File: config.mk
export PLATFORM = sky130hd
export DESIGN_NAME = lshape_buffer
export DESIGN_NICKNAME = d
export VERILOG_FILES = /design/src/logic/lshape_ctrl_pkg.sv /design/src/logic/lshape_data_pkg.sv /design/src/logic/lshape_buffer.sv /design/src/logic/pipe_valid_stall.sv /design/src/logic/side_fifo.sv
export VERILOG_INCLUDE_DIRS = /design/src /design/src/logic
export SDC_FILE = /design/constraint.sdc
export NUM_CORES = 1
export LEC_CHECK = 0
export BUFFER_PORTS_ARGS = -buffer_cell sky130_fd_sc_hd__clkbuf_2
export CORE_AREA = 5 5 128 222
export CTS_CLUSTER_SIZE = 30
export DETAILED_ROUTE_END_ITERATION = 10
export DIE_AREA = 0 0 133 227
export HOLD_SLACK_MARGIN = 0.15
export PLACE_DENSITY = 0.5
export SLEW_MARGIN = 10
export SYNTH_ARGS = -nofsm -noshare
export SYNTH_HDL_FRONTEND = slang
export SYNTH_HIERARCHICAL = 1
export SYNTH_SLANG_ARGS = --single-unit
File: constraint.sdc
create_clock -name clk -period 6.79 [get_ports clk]
set_input_delay 0.679 -clock clk [delete_from_list [all_inputs] [get_ports clk]]
set_output_delay 0.679 -clock clk [all_outputs]
set_load 0.02 [all_outputs]
File: src/logic/lshape_macros.svh
`ifndef LSHAPE_MACROS_SVH
`define LSHAPE_MACROS_SVH

// payload widths of the two inputs that meet at the fifo
`define LS_SIDE_W 8
`define LS_UNSTALL_W 16

// latency of the side pipeline in clock cycles
`define LS_PIPE_DEPTH 4

// the fifo works with any number of entries from one up
`define LS_FIFO_DEPTH 8

`endif

File: src/logic/lshape_ctrl_pkg.sv
`default_nettype none

`include "lshape_macros.svh"

package lshape_ctrl_pkg;

  localparam int INFLIGHT_W = $clog2(`LS_PIPE_DEPTH + 1);
  localparam int SLOT_W     = $clog2(`LS_FIFO_DEPTH + 1);

  // holds 0 up to LS_PIPE_DEPTH items in the pipeline
  typedef logic [INFLIGHT_W-1:0] inflight_cnt_t;

  typedef logic [SLOT_W-1:0] slot_cnt_t;  // 0 up to LS_FIFO_DEPTH free entries

endpackage

`default_nettype wire

File: src/logic/lshape_data_pkg.sv
`default_nettype none

`include "lshape_macros.svh"

package lshape_data_pkg;

  // data that travels through the fixed-latency pipeline
  typedef logic [`LS_SIDE_W-1:0] side_t;

  // data that arrives from outside in the exit cycle
  typedef logic [`LS_UNSTALL_W-1:0] unstall_t;

  // one fifo entry with the side data in the upper bits
  typedef struct packed {
    side_t    side;
    unstall_t unstall;
  } fifo_word_t;

endpackage

`default_nettype wire

File: src/logic/lshape_buffer.sv
`default_nettype none

`include "lshape_macros.svh"

module lshape_buffer (
  input  logic                        clk,
  input  logic                        rst,
  input  logic                        us_valid,
  input  lshape_data_pkg::side_t      us_side,
  output logic                        us_stall,
  input  lshape_data_pkg::unstall_t   us_unstall,
  input  logic                        rdreq,
  output logic                        empty,
  output lshape_data_pkg::fifo_word_t ds_data
);

  logic                        ds_valid;
  lshape_data_pkg::side_t      ds_side;
  lshape_data_pkg::fifo_word_t fifo_wdata;
  lshape_ctrl_pkg::slot_cnt_t  free_slots;

  pipe_valid_stall #(
    .WIDTH(`LS_SIDE_W),
    .DEPTH(`LS_PIPE_DEPTH)
  ) pipe_inst (
    .clk        (clk),
    .rst        (rst),
    .us_valid   (us_valid),
    .us_side    (us_side),
    .us_stall   (us_stall),
    .ds_valid   (ds_valid),
    .ds_side    (ds_side),
    .free_slots (free_slots)
  );

  // the unstall half is taken in the same cycle the side item leaves the pipeline
  always_comb begin
    fifo_wdata.side    = ds_side;
    fifo_wdata.unstall = us_unstall;
  end

  side_fifo #(
    .DEPTH(`LS_FIFO_DEPTH)
  ) fifo_inst (
    .clk        (clk),
    .rst        (rst),
    .we         (ds_valid),
    .wdata      (fifo_wdata),
    .re         (rdreq),
    .rdata      (ds_data),
    .empty      (empty),
    .full       (),
    .free_slots (free_slots)
  );

endmodule

`default_nettype wire

File: src/logic/pipe_valid_stall.sv
`default_nettype none

`include "lshape_macros.svh"

module pipe_valid_stall #(
  parameter int WIDTH = `LS_SIDE_W,
  parameter int DEPTH = `LS_PIPE_DEPTH
) (
  input  logic                       clk,
  input  logic                       rst,
  input  logic                       us_valid,
  input  lshape_data_pkg::side_t     us_side,
  output logic                       us_stall,
  output logic                       ds_valid,
  output lshape_data_pkg::side_t     ds_side,
  input  lshape_ctrl_pkg::slot_cnt_t free_slots
);

  logic                           accept;
  logic [DEPTH-1:0]               valid_q;
  logic [WIDTH-1:0]               data_q [DEPTH];
  lshape_ctrl_pkg::inflight_cnt_t inflight_q;

  if (WIDTH != $bits(lshape_data_pkg::side_t)) begin : g_width_check
    $error("pipe_valid_stall: WIDTH does not match side_t");
  end

  if (DEPTH < 1 || $clog2(DEPTH + 1) > $bits(lshape_ctrl_pkg::inflight_cnt_t))
  begin : g_depth_check
    $error("pipe_valid_stall: DEPTH does not fit inflight_cnt_t");
  end

  assign accept = us_valid & ~us_stall;

  // stage 0 takes the accepted item and stage DEPTH-1 feeds the fifo
  always_ff @(posedge clk, posedge rst) begin
    if (rst) begin
      valid_q <= '0;
    end else begin
      valid_q[0] <= accept;
      for (int i = 1; i < DEPTH; i++) begin
        valid_q[i] <= valid_q[i-1];
      end
    end
  end

  // data moves every cycle alongside its valid bit
  always_ff @(posedge clk) begin
    data_q[0] <= us_side;
    for (int i = 1; i < DEPTH; i++) begin
      data_q[i] <= data_q[i-1];
    end
  end

  assign ds_valid = valid_q[DEPTH-1];
  assign ds_side  = data_q[DEPTH-1];

  // an entry and an exit in the same cycle leave the count unchanged
  always_ff @(posedge clk, posedge rst) begin
    if (rst) begin
      inflight_q <= '0;
    end else if (accept && !ds_valid) begin
      inflight_q <= inflight_q + 1'b1;
    end else if (!accept && ds_valid) begin
      inflight_q <= inflight_q - 1'b1;
    end
  end

  // every item in flight already owns one free fifo slot
  assign us_stall = 32'(inflight_q) >= 32'(free_slots);

  // the count follows the valid bits, so exceeding the stage count means entries and
  // exits went out of step with the shift
  a_inflight_bound: assert property (
    @(posedge clk) disable iff (rst) 32'(inflight_q) <= DEPTH
  ) else $error("pipe_valid_stall: in-flight count %0d above depth", inflight_q);

endmodule

`default_nettype wire

File: src/logic/side_fifo.sv
`default_nettype none

`include "lshape_macros.svh"

module side_fifo #(
  parameter int DEPTH = `LS_FIFO_DEPTH
) (
  input  logic                         clk,
  input  logic                         rst,
  input  logic                         we,
  input  lshape_data_pkg::fifo_word_t  wdata,
  input  logic                         re,
  output lshape_data_pkg::fifo_word_t  rdata,
  output logic                         empty,
  output logic                         full,
  output lshape_ctrl_pkg::slot_cnt_t   free_slots
);

  localparam int PTR_W = (DEPTH > 1) ? $clog2(DEPTH) : 1;

  logic                        wr_ok;
  logic                        rd_ok;
  logic [PTR_W-1:0]            wptr_q;
  logic [PTR_W-1:0]            rptr_q;
  lshape_ctrl_pkg::slot_cnt_t  used_q;
  lshape_ctrl_pkg::slot_cnt_t  free_q;
  lshape_data_pkg::fifo_word_t mem [DEPTH];

  if (DEPTH < 1 || $clog2(DEPTH + 1) > $bits(lshape_ctrl_pkg::slot_cnt_t))
  begin : g_depth_check
    $error("side_fifo: DEPTH does not fit slot_cnt_t");
  end

  assign empty = (used_q == '0);
  assign full  = (free_q == '0);

  // a read on an empty fifo and a write on a full one are dropped
  assign wr_ok = we & ~full;
  assign rd_ok = re & ~empty;

  always_ff @(posedge clk) begin
    if (wr_ok) begin
      mem[wptr_q] <= wdata;
    end
  end

  // the head entry is always on the output, so a new word shows up one edge after its write
  assign rdata = mem[rptr_q];

  // pointers wrap at DEPTH, which need not be a power of two
  always_ff @(posedge clk, posedge rst) begin
    if (rst) begin
      wptr_q <= '0;
      rptr_q <= '0;
    end else begin
      if (wr_ok) begin
        wptr_q <= (wptr_q == PTR_W'(DEPTH - 1)) ? '0 : wptr_q + 1'b1;
      end
      if (rd_ok) begin
        rptr_q <= (rptr_q == PTR_W'(DEPTH - 1)) ? '0 : rptr_q + 1'b1;
      end
    end
  end

  // used and free move in opposite directions and always add up to DEPTH
  always_ff @(posedge clk, posedge rst) begin
    if (rst) begin
      used_q <= '0;
      free_q <= lshape_ctrl_pkg::slot_cnt_t'(DEPTH);
    end else begin
      case ({wr_ok, rd_ok})
        2'b10: begin
          used_q <= used_q + 1'b1;
          free_q <= free_q - 1'b1;
        end
        2'b01: begin
          used_q <= used_q - 1'b1;
          free_q <= free_q + 1'b1;
        end
        default: begin
          used_q <= used_q;  // idle, or a push and a pop together
          free_q <= free_q;
        end
      endcase
    end
  end

  assign free_slots = free_q;

  // the credit stall upstream is what keeps writes away from a full fifo
  a_no_write_when_full: assert property (
    @(posedge clk) disable iff (rst) !(we && full)
  ) else $error("side_fifo: write while full, word dropped");

endmodule

`default_nettype wire

==> reports/metrics.yaml <==
numCtsBuffers: 21
cts_sinks: 245
ff_latch_area_um2: 6940
ctsHoldBuffers: 1
rsz0062_at_grt: "false"
ys_ff_latch: 245
p_clk_frac: 0.239
ir_worst_vdd_mv: 0.222
die_area_um2: 30200
htreeDepth: 1
cts_tree: "built"
cts_max_path_buffers: 3
grt_pass1_vias: 4551
post-route-drc-count: 0
worstReg2RegEnd: "fifo_inst/used_q[3]"
via_count: 4185
tightest_slew_ns: 0.663
clkTransAtPathRegs_ns: 0.06
pwr-share-comb: 0.319
fin_setup_tns_ns: 0
rrSetupSlack_ns: 3.67
seq_power_share: 0.442
hpwl_um: 9720
synthMuxAreaShare: 0.173
rows: 79
grt_overflow_total: 0
slew_headroom: 0.553
fin_cells: 841
grt_max_degree: 29
finalHoldViolCount: 0
max_freq_mhz: 277
grt_pass1_wl_um: 26200
setup_viol: 0
period_share: 0.532
grt_use_total: 0.115
r2r-start: "fifo_inst/used_q[0]"
synth_edf_count: 192
insertion_delay_ns: 0.50
yosys_most_used_dff: "edfxtp_1"
yosys_warnings: 6
p_int_mw: 3.16
synthXorXnorAreaFrac: 0.00655
critical-path-max-stage-delay_ns: 0.79
p_sw_mw: 1.46
dieHeight_um: 227
worstSetupEndpointType: "primary output"
drt-initial-drc-count: 360
vias_per_cell: 4.98
skew_ns: 0.00521
multiInputGateArea_um2: 2290
finalInstanceArea_um2: 10700
dieWidth_um: 133
outcome: "completed"
nFillCells: 2332
critPathSlowestCell: "dfrtp_2"
final_max_slew_viol_count: 0
synthAdderAreaFrac: 0.0238
detail-route-antenna-nets: 0
netlist_area_um2: 9360
dr.pass1.iters: 4
worstPathMaxFanout: 28
dpl_cell_area_um2: 10000
synthArstFlopShare: 0.0857
placed_cells: 804
holdCritPathClass: "primary input to register"
worstPathRequired_ns: 6.11
powerDensity_nw_per_um2: 434
power_switching_share: 0.316
final_nets: 548
cap_violations: 0
syn_to_final_growth_pct: 13.9
avgSynthCellArea_um2: 21.6
critPathLaunch: "fifo_inst/rptr_q[0]"
diodes: 0
synthCells: 433
post-route-util: 0.404
postCtsSetupRepairBufs: 0
portBuffers: 53
cts-root-buf: "clkbuf_16"
ctsResizeCount: 0
grt_antenna_before_repair: 0
gp_congestion: 0.657
synth_compound_area_frac: 0.0174
path_cells: "buf_4 -> mux4_1 -> mux2_2 -> clkbuf_2"
synthSimpleGateAreaFrac: 0.0222
boundaryPins: 54
leakage_nw: 3.78
start_util: 0.355
wirelength_um: 17000
ys_seq_area_frac: 0.741
cp.arrival_ns: 2.93
syn-num-nets: 477
worstSetupPathType: "register to primary output"
synth_cell_types: 42
routedWlPerCell_um: 20.2
critPathLaunchType: "register"
post-route-min-period_ns: 3.61
reg2reg_depth: 7
drive_above_1_share: 0.267
synth_top_family_by_area: "multiplexers"
design.core.area_um2: 26400
endpoint: "ds_data[6]"
final cells by class:
class                      count  area share
sequential                   245       0.650
clock inverter                13     0.00857
clock buffer                  23      0.0500
tap                          324      0.0380
timing repair buffer          65      0.0336
inverter                      12     0.00422
multi-input combinational    159       0.215
critical path, delay by kind of cell, from the launching register on:
kind / cells / cell delay, ns
muxes: 2 / 0.92
buffers and inverters: 2 / 0.70
DFF: 1 / 0.79
stage by stage:
stage	setup WS (ns)	power (mW)	hold WS, ns
detailed placement	3.65	3.60	0.312
global placement	3.67	3.55	0.310
global route	3.00	4.90	0.254
floorplan	3.69	3.16	0.310
CTS	3.10	4.72	0.250
finish	3.18	4.62	0.280
synth_stat cells, types with 2 or more instances:
master / instances / area (um^2)
nor4_1: 2 / 12.5
nor2_1: 9 / 33.8
clkbuf_1: 6 / 22.5
ha_1: 13 / 163
nand3_1: 2 / 10.0
a21o_1: 3 / 22.5
nand3b_1: 3 / 22.5
mux2i_1: 2 / 20.0
mux2_2: 30 / 338
nand2_1: 4 / 15.0
dfxtp_1: 32 / 641
mux4_1: 47 / 1230
or3_1: 3 / 18.8
inv_1: 12 / 45.0
buf_2: 4 / 20.0
xnor2_1: 4 / 35.0
o21ai_0: 3 / 15.0
fa_1: 3 / 60.1
xor2_1: 3 / 26.3
a21oi_1: 3 / 15.0
nor3_1: 5 / 25.0
nor3b_1: 2 / 15.0
dfrtp_1: 20 / 500
edfxtp_1: 192 / 5770
buf_6: 6 / 67.6
nand2b_1: 4 / 25.0
cells in the final DEF, fill, tap and decap left out, types with 3 or more instances in the layout:
cell type / n
dfxtp_1: 32
dfrtp_1: 18
o21ai_0: 3
or3_1: 3
a21o_1: 3
inv_1: 12
ha_1: 13
clkbuf_2: 53
edfxtp_1: 192
mux2_2: 30
nand2b_1: 4
xor2_1: 3
fa_1: 3
mux4_1: 47
clkinv_1: 7
xnor2_1: 4
buf_4: 11
nor2_1: 3
nor2_2: 6
nor3_1: 3
nand2_1: 4
nand3b_1: 3
clkbuf_16: 21
a21oi_1: 3
registers in the layout, indices dropped and copies added, names as in the netlist:
name and flops:
pipe_inst/valid_q 4, pipe_inst/inflight_q 3, fifo_inst/wptr_q 3, fifo_inst/mem 192, pipe_inst/data_q 32, fifo_inst/used_q 4
fifo_inst/free_slots 4, fifo_inst/rptr_q 3
cell families (layout without fill, tap and decap cells):
kind of cell	Yosys count	count (layout)
DFF	245	245
muxes	80	80
and+or+nand+nor	38	38
buffers and inverters	29	113
AOI/OAI and AO/OA	18	18
adders and majority gates	16	16
xor gates and xnor gates	7	7
how the worst min path moves through the flow:
stage          cells past startpoint                    from                      to
6_report                           1              us_side[2]  pipe_inst/data_q[0][2]
5_1_grt                            1              us_side[5]  pipe_inst/data_q[0][5]
4_1_cts                            1              us_side[5]  pipe_inst/data_q[0][5]
3_5_place_dp                       0  pipe_inst/data_q[0][0]  pipe_inst/data_q[1][0]
3_3_place_gp                       0  pipe_inst/data_q[2][6]  pipe_inst/data_q[3][6]
2_1_floorplan                      0  pipe_inst/data_q[0][0]  pipe_inst/data_q[1][0]
power groups by stage:
stage	Sequential, mW	Combinational (mW)	Clock, mW
6_report	2.04	1.47	1.11
4_1_cts	2.05	1.52	1.15
5_1_grt	2.08	1.62	1.20
2_1_floorplan	1.99	1.17	0
3_5_place_dp	2.09	1.52	0
3_3_place_gp	2.07	1.48	0
layer usage:
metal / wire length [um] / up-vias / part of all wire / global-route usage
met3: 572 / 24 / 0.034 / 0.0184
met4: 461 / 0 / 0.027 / 0.0456
met1: 6490 / 2164 / 0.38 / 0.126
met5: 0 / - / 0 / 0
met2: 9500 / 71 / 0.56 / 0.220
li1: - / 1926 / - / -
Power figures use the tool's default switching activity.
